<file path="src/rtl/reg_bank_pkg.sv">
`default_nettype none

package reg_bank_pkg;

    //========================================
    // widths and types
    //========================================
    localparam int REG_AW = 7;
    localparam int REG_DW = 8;

    typedef logic [REG_AW-1:0] reg_addr_t;
    typedef logic [REG_DW-1:0] reg_data_t;

    // register map
    localparam reg_addr_t ADDR_DEVICE_ID   = 7'h00;
    localparam reg_addr_t ADDR_MODE        = 7'h01;
    localparam reg_addr_t ADDR_COM_CONFIG1 = 7'h02;
    localparam reg_addr_t ADDR_COM_CONFIG2 = 7'h03;
    localparam reg_addr_t ADDR_STATUS1     = 7'h08;
    localparam reg_addr_t ADDR_MASK1       = 7'h09;
    localparam reg_addr_t ADDR_STATUS2     = 7'h0A;
    localparam reg_addr_t ADDR_MASK2       = 7'h0B;

    // reset values, MODE bit 0 clear
    localparam reg_data_t RST_MODE        = 8'h08;
    localparam reg_data_t RST_COM_CONFIG1 = 8'h2B;
    localparam reg_data_t RST_COM_CONFIG2 = 8'hFF;
    localparam reg_data_t RST_MASK        = 8'h00;
    localparam reg_data_t RST_STATUS      = 8'h00;

    //========================================
    // access modes and permissions
    //========================================
    typedef struct packed {
        logic test;
        logic cfg;
        logic spi;
    } mode_en_t;

    typedef struct packed {
        logic test_wr;
        logic cfg_wr;
        logic spi_wr;
        logic test_rd;
        logic cfg_rd;
        logic spi_rd;
    } perm_t;

    localparam perm_t PERM_MODE   = '{1'b1, 1'b1, 1'b1, 1'b1, 1'b0, 1'b1};
    localparam perm_t PERM_CONFIG = '{1'b1, 1'b1, 1'b0, 1'b1, 1'b0, 1'b1};
    localparam perm_t PERM_STATUS = '{1'b0, 1'b1, 1'b1, 1'b1, 1'b0, 1'b1};
    localparam perm_t PERM_ID     = '{1'b0, 1'b0, 1'b0, 1'b1, 1'b0, 1'b1};

    //========================================
    // host bus and fault events
    //========================================
    typedef struct packed {
        logic      ren;
        logic      wen;
        reg_addr_t addr;
        reg_data_t wdata;
    } reg_req_t;

    typedef struct packed {
        logic      wack;
        logic      rack;
        reg_data_t rdata;
    } reg_rsp_t;

    // STATUS1 bit 6 has no event
    typedef struct packed {
        logic bist_fail;
        logic pwm_mmerr;
        logic pwm_dterr;
        logic wdg_err;
        logic com_err;
        logic crc_err;
        logic spi_err;
    } status1_evt_t;

    typedef struct packed {
        logic hv_scp_flt;
        logic hv_desat_flt;
        logic hv_oc;
        logic hv_ot;
        logic hv_vcc_ov;
        logic hv_vcc_uv;
        logic lv_vsup_ov;
        logic lv_vsup_uv;
    } status2_evt_t;

endpackage

`default_nettype wire
</file>
<file path="src/rtl/com_reg_bank.sv">
`timescale 1ns/1ps
`default_nettype none

module com_reg_bank #(
    parameter reg_bank_pkg::reg_data_t DEVICE_ID = 8'h5A
) (
    input  wire logic                        i_clk,
    input  wire logic                        i_rst_n,
    input  wire reg_bank_pkg::reg_req_t      i_req,
    input  wire reg_bank_pkg::mode_en_t      i_mode_en,
    input  wire reg_bank_pkg::status1_evt_t  i_status1_evt,
    input  wire reg_bank_pkg::status2_evt_t  i_status2_evt,
    output reg_bank_pkg::reg_rsp_t           o_rsp,
    output reg_bank_pkg::reg_data_t          o_reg_mode,
    output reg_bank_pkg::reg_data_t          o_reg_com_config1,
    output reg_bank_pkg::reg_data_t          o_reg_com_config2,
    output reg_bank_pkg::reg_data_t          o_reg_status1,
    output reg_bank_pkg::reg_data_t          o_reg_mask1,
    output reg_bank_pkg::reg_data_t          o_reg_status2,
    output reg_bank_pkg::reg_data_t          o_reg_mask2,
    output logic                             o_rst_n
);

    logic                    rst_n;
    reg_bank_pkg::reg_data_t wdata;
    logic                    we_mode;
    logic                    we_com_config1;
    logic                    we_com_config2;
    logic                    we_status1;
    logic                    we_mask1;
    logic                    we_status2;
    logic                    we_mask2;
    reg_bank_pkg::reg_data_t reg_mode;
    reg_bank_pkg::reg_data_t status1_set;
    reg_bank_pkg::reg_data_t status2_set;

    //========================================
    // decode and reset merge
    //========================================
    reg_decode #(
        .DEVICE_ID (DEVICE_ID)
    ) u_decode (
        .i_req             (i_req),
        .i_mode_en         (i_mode_en),
        .i_reg_mode        (reg_mode),
        .i_reg_com_config1 (o_reg_com_config1),
        .i_reg_com_config2 (o_reg_com_config2),
        .i_reg_status1     (o_reg_status1),
        .i_reg_mask1       (o_reg_mask1),
        .i_reg_status2     (o_reg_status2),
        .i_reg_mask2       (o_reg_mask2),
        .o_rsp             (o_rsp),
        .o_wdata           (wdata),
        .o_we_mode         (we_mode),
        .o_we_com_config1  (we_com_config1),
        .o_we_com_config2  (we_com_config2),
        .o_we_status1      (we_status1),
        .o_we_mask1        (we_mask1),
        .o_we_status2      (we_status2),
        .o_we_mask2        (we_mask2)
    );

    // mode bit 0 requests the soft reset
    rstn_merge u_rstn_merge (
        .i_clk   (i_clk),
        .i_rst_n (i_rst_n),
        .i_srst  (reg_mode[0]),
        .o_rst_n (rst_n)
    );

    assign o_rst_n = rst_n;

    //========================================
    // storage
    //========================================
    reg_rw #(
        .WIDTH     (7),
        .RESET_VAL (reg_bank_pkg::RST_MODE[7:1])
    ) u_mode_hi (
        .i_clk   (i_clk),
        .i_rst_n (rst_n),
        .i_we    (we_mode),
        .i_wdata (wdata[7:1]),
        .o_q     (reg_mode[7:1])
    );

    // only the hard reset clears the request bit
    reg_rw #(
        .WIDTH     (1),
        .RESET_VAL (reg_bank_pkg::RST_MODE[0])
    ) u_mode_lo (
        .i_clk   (i_clk),
        .i_rst_n (i_rst_n),
        .i_we    (we_mode),
        .i_wdata (wdata[0]),
        .o_q     (reg_mode[0])
    );

    assign o_reg_mode = reg_mode;

    reg_rw #(
        .WIDTH     (reg_bank_pkg::REG_DW),
        .RESET_VAL (reg_bank_pkg::RST_COM_CONFIG1)
    ) u_com_config1 (
        .i_clk   (i_clk),
        .i_rst_n (rst_n),
        .i_we    (we_com_config1),
        .i_wdata (wdata),
        .o_q     (o_reg_com_config1)
    );

    reg_rw #(
        .WIDTH     (reg_bank_pkg::REG_DW),
        .RESET_VAL (reg_bank_pkg::RST_COM_CONFIG2)
    ) u_com_config2 (
        .i_clk   (i_clk),
        .i_rst_n (rst_n),
        .i_we    (we_com_config2),
        .i_wdata (wdata),
        .o_q     (o_reg_com_config2)
    );

    reg_rw #(
        .WIDTH     (reg_bank_pkg::REG_DW),
        .RESET_VAL (reg_bank_pkg::RST_MASK)
    ) u_mask1 (
        .i_clk   (i_clk),
        .i_rst_n (rst_n),
        .i_we    (we_mask1),
        .i_wdata (wdata),
        .o_q     (o_reg_mask1)
    );

    reg_rw #(
        .WIDTH     (reg_bank_pkg::REG_DW),
        .RESET_VAL (reg_bank_pkg::RST_MASK)
    ) u_mask2 (
        .i_clk   (i_clk),
        .i_rst_n (rst_n),
        .i_we    (we_mask2),
        .i_wdata (wdata),
        .o_q     (o_reg_mask2)
    );

    //========================================
    // sticky fault flags
    //========================================
    // bit 6 is a hole in the event map
    assign status1_set = {i_status1_evt.bist_fail, 1'b0, i_status1_evt[5:0]};
    assign status2_set = i_status2_evt;

    reg_rwc #(
        .RESERVED_MASK (8'h40)
    ) u_status1 (
        .i_clk   (i_clk),
        .i_rst_n (rst_n),
        .i_we    (we_status1),
        .i_wdata (wdata),
        .i_set   (status1_set),
        .o_q     (o_reg_status1)
    );

    reg_rwc #(
        .RESERVED_MASK (8'h00)
    ) u_status2 (
        .i_clk   (i_clk),
        .i_rst_n (rst_n),
        .i_we    (we_status2),
        .i_wdata (wdata),
        .i_set   (status2_set),
        .o_q     (o_reg_status2)
    );

endmodule

`default_nettype wire

</file>
<file path="src/rtl/rstn_merge.sv">
`timescale 1ns/1ps
`default_nettype none

module rstn_merge (
    input  wire logic i_clk,
    input  wire logic i_rst_n,
    input  wire logic i_srst,
    output logic      o_rst_n
);

    logic clr_n;
    logic sync1;
    logic sync2;

    // either cause pulls the reset in at once
    assign clr_n = i_rst_n & ~i_srst;

    // release lands on the second edge
    always_ff @(posedge i_clk or negedge clr_n) begin
        if (!clr_n) begin
            sync1 <= 1'b0;
            sync2 <= 1'b0;
        end else begin
            sync1 <= 1'b1;
            sync2 <= sync1;
        end
    end

    assign o_rst_n = sync2;

endmodule

`default_nettype wire

</file>
<file path="src/rtl/reg_decode.sv">
`timescale 1ns/1ps
`default_nettype none

module reg_decode #(
    parameter reg_bank_pkg::reg_data_t DEVICE_ID = 8'h5A
) (
    input  wire reg_bank_pkg::reg_req_t  i_req,
    input  wire reg_bank_pkg::mode_en_t  i_mode_en,
    input  wire reg_bank_pkg::reg_data_t i_reg_mode,
    input  wire reg_bank_pkg::reg_data_t i_reg_com_config1,
    input  wire reg_bank_pkg::reg_data_t i_reg_com_config2,
    input  wire reg_bank_pkg::reg_data_t i_reg_status1,
    input  wire reg_bank_pkg::reg_data_t i_reg_mask1,
    input  wire reg_bank_pkg::reg_data_t i_reg_status2,
    input  wire reg_bank_pkg::reg_data_t i_reg_mask2,
    output reg_bank_pkg::reg_rsp_t       o_rsp,
    output reg_bank_pkg::reg_data_t      o_wdata,
    output logic                         o_we_mode,
    output logic                         o_we_com_config1,
    output logic                         o_we_com_config2,
    output logic                         o_we_status1,
    output logic                         o_we_mask1,
    output logic                         o_we_status2,
    output logic                         o_we_mask2
);

    logic                    hit;
    reg_bank_pkg::perm_t     perm;
    reg_bank_pkg::reg_data_t rval;
    logic                    rd_ok;
    logic                    wr_ok;
    logic                    wr;

    //========================================
    // address map
    //========================================
    always_comb begin
        hit  = 1'b1;
        perm = '0;
        rval = '0;
        case (i_req.addr)
            reg_bank_pkg::ADDR_DEVICE_ID: begin
                perm = reg_bank_pkg::PERM_ID;
                rval = DEVICE_ID;
            end
            reg_bank_pkg::ADDR_MODE: begin
                perm = reg_bank_pkg::PERM_MODE;
                rval = i_reg_mode;
            end
            reg_bank_pkg::ADDR_COM_CONFIG1: begin
                perm = reg_bank_pkg::PERM_CONFIG;
                rval = i_reg_com_config1;
            end
            reg_bank_pkg::ADDR_COM_CONFIG2: begin
                perm = reg_bank_pkg::PERM_CONFIG;
                rval = i_reg_com_config2;
            end
            reg_bank_pkg::ADDR_STATUS1: begin
                perm = reg_bank_pkg::PERM_STATUS;
                rval = i_reg_status1;
            end
            reg_bank_pkg::ADDR_MASK1: begin
                perm = reg_bank_pkg::PERM_CONFIG;
                rval = i_reg_mask1;
            end
            reg_bank_pkg::ADDR_STATUS2: begin
                perm = reg_bank_pkg::PERM_STATUS;
                rval = i_reg_status2;
            end
            reg_bank_pkg::ADDR_MASK2: begin
                perm = reg_bank_pkg::PERM_CONFIG;
                rval = i_reg_mask2;
            end
            default: begin
                hit = 1'b0;
            end
        endcase
    end

    //========================================
    // mode permission check
    //========================================
    assign rd_ok = hit & ((perm.test_rd & i_mode_en.test) |
                          (perm.cfg_rd  & i_mode_en.cfg)  |
                          (perm.spi_rd  & i_mode_en.spi));
    assign wr_ok = hit & ((perm.test_wr & i_mode_en.test) |
                          (perm.cfg_wr  & i_mode_en.cfg)  |
                          (perm.spi_wr  & i_mode_en.spi));

    assign wr = i_req.wen & wr_ok;

    // one strobe per register
    assign o_we_mode        = wr & (i_req.addr == reg_bank_pkg::ADDR_MODE);
    assign o_we_com_config1 = wr & (i_req.addr == reg_bank_pkg::ADDR_COM_CONFIG1);
    assign o_we_com_config2 = wr & (i_req.addr == reg_bank_pkg::ADDR_COM_CONFIG2);
    assign o_we_status1     = wr & (i_req.addr == reg_bank_pkg::ADDR_STATUS1);
    assign o_we_mask1       = wr & (i_req.addr == reg_bank_pkg::ADDR_MASK1);
    assign o_we_status2     = wr & (i_req.addr == reg_bank_pkg::ADDR_STATUS2);
    assign o_we_mask2       = wr & (i_req.addr == reg_bank_pkg::ADDR_MASK2);

    assign o_wdata = i_req.wdata;

    // acks follow the strobes, denied reads give 0
    assign o_rsp.wack  = i_req.wen;
    assign o_rsp.rack  = i_req.ren;
    assign o_rsp.rdata = (i_req.ren & rd_ok) ? rval : '0;

endmodule

`default_nettype wire

</file>
<file path="src/rtl/reg_rwc.sv">
`timescale 1ns/1ps
`default_nettype none

module reg_rwc #(
    parameter reg_bank_pkg::reg_data_t RESERVED_MASK = '0
) (
    input  wire logic                    i_clk,
    input  wire logic                    i_rst_n,
    input  wire logic                    i_we,
    input  wire reg_bank_pkg::reg_data_t i_wdata,
    input  wire reg_bank_pkg::reg_data_t i_set,
    output reg_bank_pkg::reg_data_t      o_q
);

    reg_bank_pkg::reg_data_t q;
    reg_bank_pkg::reg_data_t clr;
    reg_bank_pkg::reg_data_t q_nxt;

    // write-one-to-clear
    assign clr = i_we ? i_wdata : '0;

    // event set overrides a clear in the same cycle
    assign q_nxt = ((q & ~clr) | i_set) & ~RESERVED_MASK;

    always_ff @(posedge i_clk or negedge i_rst_n) begin
        if (!i_rst_n) begin
            q <= reg_bank_pkg::RST_STATUS;
        end else begin
            q <= q_nxt;
        end
    end

    assign o_q = q;

endmodule

`default_nettype wire

</file>
<file path="src/rtl/reg_rw.sv">
`timescale 1ns/1ps
`default_nettype none

module reg_rw #(
    parameter int               WIDTH     = 8,
    parameter logic [WIDTH-1:0] RESET_VAL = '0
) (
    input  wire logic             i_clk,
    input  wire logic             i_rst_n,
    input  wire logic             i_we,
    input  wire logic [WIDTH-1:0] i_wdata,
    output logic      [WIDTH-1:0] o_q
);

    logic [WIDTH-1:0] q;

    // plain storage, load on decoded strobe
    always_ff @(posedge i_clk or negedge i_rst_n) begin
        if (!i_rst_n) begin
            q <= RESET_VAL;
        end else if (i_we) begin
            q <= i_wdata;
        end
    end

    assign o_q = q;

endmodule

`default_nettype wire

</file>
<file path="config.mk">
export PLATFORM = sky130hd
export DESIGN_NAME = com_reg_bank
export DESIGN_NICKNAME = d
export VERILOG_FILES = /design/src/rtl/reg_bank_pkg.sv /design/src/rtl/com_reg_bank.sv /design/src/rtl/rstn_merge.sv /design/src/rtl/reg_decode.sv /design/src/rtl/reg_rwc.sv /design/src/rtl/reg_rw.sv
export SDC_FILE = /design/constraint.sdc
export NUM_CORES = 1
export LEC_CHECK = 0
export ABC_AREA = 1
export BUFFER_PORTS_ARGS = -buffer_cell sky130_fd_sc_hd__buf_2
export CORE_ASPECT_RATIO = 0.75
export CORE_UTILIZATION = 50
export CTS_CLUSTER_DIAMETER = 200
export DETAILED_ROUTE_END_ITERATION = 6
export GPL_TIMING_DRIVEN = 0
export MAX_ROUTING_LAYER = met4
export PLACE_DENSITY = 0.89
export SYNTH_ARGS = -nofsm -noshare
export SYNTH_HDL_FRONTEND = slang
export SYNTH_SLANG_ARGS = --single-unit
</file>
<file path="constraint.sdc">
create_clock -name i_clk -period 2.3 [get_ports i_clk]
set_input_delay 0.345 -clock i_clk [delete_from_list [all_inputs] [get_ports i_clk]]
set_output_delay 0.345 -clock i_clk [all_outputs]
set_load 0.01 [all_outputs]
</file>
==> key figures, run 1 <==
Floorplan
  – Floorplan row count: 23
  – Die X: 90.4 microns
  – Core area: 5500 sq um
  – # IOs: 104
  – Die Y: 68.3 microns
  – DIE AREA: 6180 sq um
  – Initial Util: 53.3%

Routing
  – TritonRoute pass-1 iters: 5
  – DRT iter0 DRCs: 280
  – Post-DRT Antenna Nets: 0
  – Vias/cell: 5.64
  – Wire per inst: 16.5 microns
  – DRC: 0
  – Vias: 3029
  – Total wire length: 8850 microns

Synthesis
  – Number of synthesized flops with an enable pin: 0
  – Ys flop type: dfrtp_1
  – Synth Instances: 340
  – Post-synthesis instance area: 2930 sq um
  – Synth warn: 0
  – Synth async-reset ratio: 100%
  – Synth unique cells: 30
  – Syn_nets: 377
  – Sequential element share of the synthesized area: 49.2%
  – Synthesized area per cell: 8.62 sq um
  – #FFs+latches synth: 57

Clock tree
  – Clock root buffer: clkbuf_8
  – CTS Sinks: 57
  – Worst skew pair latency: 0.35 ns
  – CTS tree: built
  – H-Tree Depth: 3
  – CTS buffer count: 9
  – Clk slew on worst S/H paths: 0.06 ns
  – CTS Buffer Depth: 2

Timing
  – Peak Freq: 0.451 GHz
  – Fin. max-slew vios: 0
  – Fin crit share: 96.4%
  – Final worst-path setup slack: 0.0830 ns
  – Final setup vio count: 0
  – Worst-Margin Slew: 0.808 ns
  – Minimum clock period: 2.22 ns
  – Final Hold Vio Count: 0
  – Unrepaired setup endpoints after global routing: no
  – Setup TNS: 0 ns
  – Hold_ws: 0.166 ns
  – Setup Skew: 0.00701 ns
  – Slew headroom: 46.1%

Worst setup path
  – Crit Path Max Fanout: 9
  – Crit path DAT: 1.87 ns
  – FF-to-FF End: u_mode_hi.o_q[2]$_DFFE_PN1P_
  – Req. time, crit path: 1.96 ns
  – Crit path buf inv count: 3
  – Critical-path top delay cell: nor3_4
  – WS Path Type: input pin to primary output
  – Cell family with most CP delay: simple AND/OR/NAND/NOR gates
  – Slowest stage delay, CP: 0.51 ns
  – Crit path cell chain: buf_2 > inv_2 > nand2_1 > nor3_4 > a22o_1 > a21oi_1 > a21oi_1 > buf_2
  – Startpoint types: input pin
  – R2r startpoint: u_mode_hi.o_q[2]$_DFFE_PN1P_
  – Reg2reg path depth: 2
  – Reg2Reg Setup Slack: 1.53 ns
  – CP Capture Type: primary output

Power
  – LEAKAGE: 1.96 nW
  – Peak supply drop: 0.462 mV
  – Final total power: 2.27 mW
  – P per Cell Area: 593 nW/um^2

GRT
  – Gr usage total: 31.3%
  – Number of global-route vias before repair: 2840
  – Initial antenna violation count: 0
  – Largest net degree at the start of global routing: 45
  – First-pass GRT wire length: 14000 microns
  – Total grt overflow: 0

Final layout
  – Layout area overhead: 30.7%
  – Post-route cell area: 3830 sq um
  – Layout cells sized above 1: 38.3%
  – Final Net Count: 494
  – Antenna cells: 0

Placed design
  – Final HPWL DP: 6320 microns
  – Worst slack, placed: -0.0287 ns
  – Dpl cell area: 3560 sq um
  – Routability cong.: 0.929
  – Input/output buffers: 102

Flow run
  – Max Cap Viol: 0

Status
  – Status: completed

Min path
  – Hold Path Class: flip-flop to async pin
-- repair_timing --
action | 4_1_cts | 5_1_grt
gates resized for setup | 2 | 5
hold buffers | 1 | 0
hold endpoints to repair | 3 | 0
setup buffers | 0 | 2
pin swaps | 0 | 0
endpoints found under the setup margin | 3 | 3
-- where the power goes --
part	internal [mW]	leakage, nW	switching [mW]	total [mW]
Sequential	1.01	0.664	0.0111	1.03
Combinational	0.0553	1.18	0.101	0.156
Clock	0.700	0.117	0.392	1.09
-- worst reg2reg max path, stage by stage (launching register included) --
cell and delay, ns:
dfstp_2 0.56, nand2_1 0.05, o21ai_0 0.08
-- layout make-up --
class | instances | area [sq um]
multi-input combinational | 226 | 1220
timing repair buffer | 106 | 556
buffer | 15 | 126
clock inverter | 2 | 60.1
sequential | 57 | 1440
clock buffer | 14 | 173
tap | 75 | 93.8
fill | 444 | 1660
inverter | 42 | 163
-- sequential cells by signal, indices dropped and copies added (netlist names) --
name / flops
u_rstn_merge.o_rst_n: 1
u_rstn_merge.sync1: 1
u_mode_hi.o_q: 7
u_mask1.o_q: 8
u_com_config2.o_q: 8
u_status2.o_q: 8
u_mask2.o_q: 8
u_status1.o_q: 7
u_com_config1.o_q: 8
u_mode_lo.o_q: 1
-- cells by family after synthesis --
kind of cell	after synthesis	synth area share (%)
and+or+nand+nor	151	24.8
AOI/OAI and AO/OA	73	16.1
DFF	57	49.2
buffers and inverters	57	9.69
other	2	0.256
-- metal layers --
layer,track usage (%),part of all wire [%],vias up
li1,-,-,1358
met1,38.1,41,1457
met2,50.2,47,186
met3,10.1,9.8,28
met4,10.3,2.0,0
met5,-,0,-
-- cell usage after synthesis, types with 2 or more instances --
cell type,instances,area share [%]
o21ai_0,9,1.5
dfrtp_1,44,38
nor3_2,2,0.68
a22o_1,15,4.5
a21oi_1,12,2.0
inv_2,3,0.38
buf_4,5,1.3
nand3_4,4,2.4
buf_6,4,1.5
conb_1,2,0.26
nor2_1,14,1.8
nand2_1,101,13
nand4_1,22,4.7
buf_2,4,0.68
nand2_2,2,0.43
o21ai_1,23,3.9
inv_1,36,4.6
o21ai_2,12,3.6
dfstp_2,13,12
nand3_2,2,0.68
clkinv_1,2,0.26
-- stage by stage --
step,cells,utilization [%]
2_1_floorplan,340,-
3_3_place_gp,517,64.3
3_5_place_dp,518,64.7
4_1_cts,535,69.4
5_1_grt,537,69.7
6_report,537,69.7
-- how the worst max path moves through the flow --
stage | start | to | cells after the start
after global placement | u_rstn_merge.o_rst_n$_DFF_PN0_ | o_rst_n | 1
after detailed placement | i_req[10] | o_rsp[2] | 8
after global routing | i_req[10] | o_rsp[2] | 8
final | i_req[10] | o_rsp[2] | 8
after floorplan | u_rstn_merge.o_rst_n$_DFF_PN0_ | o_rst_n | 0
after CTS | i_req[8] | o_rsp[4] | 12
-- placed cells by master (no fill, tap or decap), types with 2 or more instances in the layout --
cell type	Yosys	layout
nand2_2	2	2
o21ai_1	23	23
nor3_4	0	2
nor2_1	14	14
nand4_1	22	22
conb_1	2	2
inv_1	36	34
o21ai_2	12	12
dfrtp_1	44	43
nand3_4	4	4
buf_2	4	104
nand3_2	2	2
a21oi_1	12	12
bufinv_16	0	2
clkbuf_1	1	3
inv_2	3	5
a22o_1	15	15
o21ai_0	9	9
dfstp_2	13	13
clkbuf_8	0	12
nand2_1	101	101
clkinv_1	2	2
buf_4	5	8
buf_6	4	4
No activity file was read; power rests on OpenSTA's default activity.
==> run 2: changes to the inputs <==
Settings changed: CORE_ASPECT_RATIO 0.75 to 2.
==> run 2 against run 1 <==
Register-to-register slack worse by 0.16 ns; critical path depth increased by 4; critical path type unchanged; power increased by 3.3%; largest cell class unchanged.
==> key figures, run 2 (synthesis results as in run 1) <==
Status
  – Status: completed

Final layout
  – Post-route cell area: 3830 sq um (about the same)
  – Layout cells sized above 1: 37.2% (-1.1 points)
  – Final Net Count: 492 (-0.40%)
  – Most frequent cells in the layout: buf_2, nand2_1, dfrtp_1
  – Commonest non-fill, non-tap cell in the layout: buf_2
  – Layout area overhead: 30.6% (about the same)
  – Antenna cells: 0 (unchanged)

GRT
  – Number of global-route vias before repair: 2832 (-0.28%)
  – Total grt overflow: 0 (unchanged)
  – Largest net degree at the start of global routing: 31 (-31%)
  – Initial antenna violation count: 0 (unchanged)
  – Gr usage total: 29.9% (-1.4 points)
  – First-pass GRT wire length: 13400 microns (-4.3%)

Floorplan
  – DIE AREA: 6190 sq um (+0.25%)
  – Die X: 56.1 microns (-38%)
  – Core area: 5660 sq um (+3.0%)
  – # IOs: 104 (unchanged)
  – Floorplan row count: 39 (+70%)
  – Die Y: 110 microns (+61%)
  – Initial Util: 51.8% (-1.5 points)

Timing
  – Hold_ws: 0.193 ns (+0.0272 ns)
  – Slew headroom: 42.9% (-3.2 points)
  – Fin. max-slew vios: 0 (unchanged)
  – Fin crit share: 95.1% (-1.3 points)
  – Peak Freq: 0.457 GHz (+1.3%)
  – Final Hold Vio Count: 0 (unchanged)
  – Setup Skew: 0.00902 ns (+0.00201 ns)
  – Minimum clock period: 2.19 ns (-0.0294 ns)
  – Worst-Margin Slew: 0.856 ns (+0.0484 ns)
  – Final worst-path setup slack: 0.112 ns (+0.0294 ns)
  – Final setup vio count: 0 (unchanged)
  – Unrepaired setup endpoints after global routing: no

Power
  – Switch Pwr: 523 uW (+3.8%)
  – Sequential power share: 43.9% (-1.2 points)
  – Internal power: 1.83 mW (+3.2%)
  – LEAKAGE: 1.96 nW (+0.16%)
  – P per Cell Area: 613 nW/um^2 (+3.4%)
  – Peak supply drop: 0.780 mV (+69%)
  – Clock Power Share: 49.6% (+1.6 points)
  – Power share of the combinational group: 6.5% (-0.4 points)
  – Switching Share: 22.3% (+0.099 points)

Clock tree
  – Worst skew pair latency: 0.33 ns (-0.02 ns)
  – Clk slew on worst S/H paths: 0.05 ns (about the same)
  – CTS Buffer Depth: 2 (unchanged)
  – CTS tree: built
  – CTS Sinks: 57 (unchanged)
  – Clock root buffer: clkbuf_16
  – Setup bufs post-CTS: 0 (unchanged)
  – CTS buffer count: 9 (unchanged)
  – H-Tree Depth: 3 (unchanged)

Min path
  – Hold Path Class: input pin to flip-flop
  – Hold_sp: i_status2_evt[0]
  – Worst Hold Path Cells: 3

Placed design
  – Input/output buffers: 102 (unchanged)
  – Worst slack, placed: -0.000135 ns (+0.0285 ns)
  – Final HPWL DP: 6360 microns (+0.62%)
  – Routability cong.: 0.907 (-2.4%)
  – Dpl cell area: 3540 sq um (-0.49%)

Worst setup path
  – Worst setup startpoint: i_req[14]
  – Startpoint types: input pin
  – Critical-path top delay cell: buf_4
  – R2r startpoint: u_rstn_merge.o_rst_n$_DFF_PN0_
  – CP Capture Type: primary output
  – Reg2reg path depth: 1 (-1)
  – Crit path DAT: 1.84 ns (-0.03 ns)
  – Crit path cell chain: buf_2 > nor2_4 > nand2_4 > clkinv_4 > nand2_1 > inv_1 > buf_4 > nand2_1 > nand4_1 > nor2_1 > a21oi_1 > buf_2
  – Slowest stage delay, CP: 0.21 ns (-0.30 ns)
  – Crit Path Max Fanout: 10 (+1)
  – WS Path Type: input pin to primary output
  – Req. time, crit path: 1.96 ns (about the same)
  – Reg2Reg Setup Slack: 1.37 ns (-0.16 ns)

Routing
  – TritonRoute pass-1 iters: 5 (unchanged)
  – Wire per inst: 16.6 microns (+0.94%)
  – DRT iter0 DRCs: 204 (-27%)
  – Vias: 2926 (-3.4%)
  – DRC: 0 (unchanged)
  – Post-DRT Antenna Nets: 0 (unchanged)
  – Total wire length: 8660 microns (-2.1%)
  – Vias/cell: 5.62 (-0.43%)

Flow run
  – Max Cap Viol: 0 (unchanged)
## run 2: cell types whose count changed in the layout (fill, tap and decap cells not counted)
| cell | delta |
|---|---|
| clkbuf_8 | -11 |
| clkbuf_16 | +9 |
| clkbuf_1 | +3 |
| bufinv_16 | -2 |
| buf_4 | -1 |
| clkbuf_4 | -1 |
| clkinv_2 | +1 |
| inv_1 | +1 |
| inv_2 | -1 |
## run 2: per-stage QoR
step | power [mW] | utilization [%] | instances | setup TNS (ns)
4_1_cts | 2.35 | 67.6 | 521 | 0
6_report | 2.35 | 67.7 | 521 | 0
5_1_grt | 2.43 | 67.7 | 521 | 0
3_3_place_gp | 1.18 | 62.2 | 503 | -0.213
2_1_floorplan | 1.12 | - | 340 | 0
3_5_place_dp | 1.19 | 62.5 | 504 | -0.000135
## run 2: final timing paths
check | endpoint
setup / recovery | o_rsp[3]
hold / removal | u_status2.o_q[0]$_DFF_PN0_
setup reg to reg | u_com_config2.o_q[2]$_DFFE_PN1P_
hold reg to reg | u_rstn_merge.sync1$_DFF_PN0_
min in group asynchronous | u_rstn_merge.sync1$_DFF_PN0_
max in group asynchronous | u_com_config2.o_q[2]$_DFFE_PN1P_
## run 2: final cells by class
type,count,area [sq um]
well taps,61,76.3
multi-input cells,226,1220
fillers,451,1830
inverters,42,163
plain buffers,15,126
repair buffers,104,541
flip-flops and latches,57,1440
clock buffers,15,258
clock inverters,1,5.00
## run 2: repair_timing
| item | CTS | global route |
|---|---|---|
| hold endpoints to repair | 3 | 0 |
| hold buffers | 1 | 0 |
| resized for setup | 2 | 5 |
| endpoints found under the setup margin | 1 | 2 |
## run 2: worst max-delay path, delay by kind of cell
family                 cells  cell delay [ns]
AND/OR/NAND/NOR            6             0.60
AO/OA/AOI/OAI              1             0.15
buffers and inverters      5             0.74
## run 2: power by group through the flow
stage	clock network, mW	logic (mW)	registers (mW)
finish	1.16	0.153	1.03
detailed placement	0	0.147	1.05
global placement	0	0.130	1.05
CTS	1.17	0.152	1.03
global route	1.23	0.168	1.03
floorplan	0	0.0648	1.05
## run 2: metal layers
metal	track usage (%)	up-vias	routed length, microns
li1	-	1353	-
met1	32.0	1362	3030
met2	48.6	171	4490
met3	6.07	40	614
met4	22.3	0	527
met5	-	-	0
==> run 3: changes to the inputs <==
Clock period 2.3 ns to 2.1 ns, I/O delays scaled along.
==> run 3 against run 2 <==
The flow now finishes with violations (DRC); hold slack lost 0.028 ns; utilization grew 1.0 points; clock power grew 10%; power grew 9.8%; first-iteration DRC count shrank 9.3%; critical path type unchanged; largest cell class unchanged; largest power group unchanged.
==> key figures, run 3 (synthesis results as in run 1) <==
Status
  – Status: finished, violations left
  – Failing checks: DRC

Floorplan
  – Initial Util: 51.8% (unchanged)
  – Die Y: 110 microns (unchanged)
  – Core area: 5660 sq um (unchanged)
  – # IOs: 104 (unchanged)
  – DIE AREA: 6190 sq um (unchanged)
  – Die X: 56.1 microns (unchanged)
  – Floorplan row count: 39 (unchanged)

Final layout
  – Antenna cells: 0 (unchanged)
  – Layout cells sized above 1: 38.6% (+1.5 points)
  – Storage cell area: 1440 sq um (unchanged)
  – Multi-input logic area: 1220 sq um (unchanged)
  – Final Net Count: 498 (+1.2%)
  – Layout area overhead: 32.7%
  – Most frequent cells in the layout: buf_2, nand2_1, dfrtp_1
  – Commonest non-fill, non-tap cell in the layout: buf_2
  – Fill count: 437 (-3.1%)
  – Final Core Density: 68.7% (+1.0 points)
  – Final Non-Filler Cells: 527 (+1.2%)

Placed design
  – Final HPWL DP: 6360 microns (unchanged)
  – Routability cong.: 0.907 (unchanged)
  – Placed insts: 504 (unchanged)
  – Input/output buffers: 102 (unchanged)

Worst setup path
  – CP endpoint: o_rsp[3]
  – Crit path DAT: 1.71 ns (-0.13 ns)
  – Crit path cell chain: buf_2 > nor2_4 > nand2_4 > clkinv_4 > nand2_1 > inv_2 > buf_6 > nand2_1 > nand4_1 > nor2_1 > a21oi_1 > buf_2
  – CP Capture Type: primary output
  – FF-to-FF End: u_com_config1.o_q[1]$_DFFE_PN1P_
  – Worst setup startpoint: i_req[14]
  – Critical-path top delay cell: buf_2
  – Slowest stage delay, CP: 0.17 ns (-0.04 ns)
  – Crit path buf inv count: 5 (unchanged)
  – Req. time, crit path: 1.78 ns (-0.18 ns)
  – Reg2reg path depth: 1 (unchanged)
  – Crit Path Max Fanout: 10 (unchanged)
  – Reg2Reg Setup Slack: 1.16 ns (-0.21 ns)
  – Startpoint types: input pin
  – WS Path Type: input pin to primary output
  – R2r startpoint: u_rstn_merge.o_rst_n$_DFF_PN0_
  – Cell family with most CP delay: buffers and inverters
  – Critical path depth in cells: 12 (unchanged)

Power
  – Final total power: 2.58 mW (+9.8%)
  – LEAKAGE: 1.99 nW (+1.4%)
  – Peak supply drop: 0.861 mV (+10%)
  – P per Cell Area: 663 nW/um^2 (+8.1%)

GRT
  – First-pass GRT wire length: 13400 microns (about the same)
  – Gr usage total: 29.8% (about the same)
  – Number of global-route vias before repair: 2832 (unchanged)
  – Total grt overflow: 0 (unchanged)
  – Largest net degree at the start of global routing: 31 (unchanged)
  – Initial antenna violation count: 0 (unchanged)

Min path
  – Hold Path Class: input pin to flip-flop

Timing
  – Final setup vio count: 0 (unchanged)
  – Setup Skew: 0.00766 ns (-0.00136 ns)
  – Fin. max-slew vios: 0 (unchanged)
  – Final Hold Vio Count: 0 (unchanged)
  – Slew headroom: 44.8% (+1.9 points)
  – Worst-Margin Slew: 0.827 ns (-0.0291 ns)
  – Minimum clock period: 2.03 ns
  – Peak Freq: 0.493 GHz
  – Unrepaired setup endpoints after global routing: yes
  – Fin crit share: 96.5%

Clock tree
  – CTS tree: built
  – Clock root buffer: clkbuf_16
  – Worst skew pair latency: 0.33 ns (about the same)
  – CTS Buffer Depth: 2 (unchanged)
  – CTS buffer count: 9 (unchanged)
  – CTS Sinks: 57 (unchanged)
  – Clk slew on worst S/H paths: 0.05 ns (about the same)
  – H-Tree Depth: 3 (unchanged)

Routing
  – DRC: 1 (+1)
  – Total wire length: 8840 microns (+2.0%)
  – Post-DRT Antenna Nets: 0 (unchanged)
  – Vias/cell: 5.59 (-0.46%)
  – Wire per inst: 16.8 microns (+0.84%)
  – TritonRoute pass-1 iters: 7 (+2)
  – Vias: 2946 (+0.68%)
  – DRT iter0 DRCs: 185 (-9.3%)

Flow run
  – Max Cap Viol: 0 (unchanged)
==> run 3: layout make-up <==
class	count	share of cell area (%)
flip-flops and latches	57	37.1
multi-input cells	226	31.3
repair buffers	110	15.1
clock buffers	15	6.63
inverters	42	4.34
plain buffers	15	3.44
well taps	61	1.96
clock inverters	1	0.129
==> run 3: power by group <==
part / switching, mW / internal [mW]
clock: 0.453 / 0.826
combinational: 0.108 / 0.0613
sequential: 0.0166 / 1.11
==> run 3: metal layers <==
| metal | vias up | wire length [microns] | track usage, % |
|---|---|---|---|
| met2 | 165 | 4710 | 48.6 |
| met3 | 31 | 614 | 6.07 |
| met4 | 0 | 455 | 22.3 |
| met5 | - | 0 | - |
| li1 | 1367 | - | - |
| met1 | 1383 | 3060 | 31.9 |
==> run 3: how the worst min path moves through the flow <==
stage	startpoint	to	slack, ns	cells past startpoint
after CTS	i_status2_evt[0]	u_status2.o_q[0]$_DFF_PN0_	0.16	3
after global routing	i_status1_evt[2]	u_status1.o_q[2]$_DFF_PN0_	0.17	3
after global placement	i_rst_n	u_mode_lo.o_q$_DFFE_PN0P_	0.1	1
final	i_status2_evt[0]	u_status2.o_q[0]$_DFF_PN0_	0.17	3
after floorplan	i_rst_n	u_mode_lo.o_q$_DFFE_PN0P_	0.02	0
after detailed placement	i_rst_n	u_mode_lo.o_q$_DFFE_PN0P_	0.1	1
==> run 3: worst min-delay path, delay by kind of cell <==
family	cells	cell delay [ns]
buf+inv	2	0.10
simple gates	1	0.05
==> run 3: what timing repair did <==
item	CTS	global route
endpoints found under the setup margin	8	8
hold endpoints to repair	3	0
hold buffers	1	0
pin swaps	0	2
buffers inserted	0	6
gates resized for setup	5	6
==> run 3: through the flow <==
step | area [sq um] | setup TNS (ns) | worst slack [ns] | hold WS (ns)
4_1_cts | 3830 | 0 | 0.000991 | 0.162
6_report | 3890 | 0 | 0.0729 | 0.165
5_1_grt | 3890 | -0.0115 | -0.0115 | 0.167
3_3_place_gp | 3520 | -3.26 | -0.383 | 0.0974
2_1_floorplan | 2930 | 0 | 0.286 | 0.0194
3_5_place_dp | 3540 | -0.727 | -0.140 | 0.0990
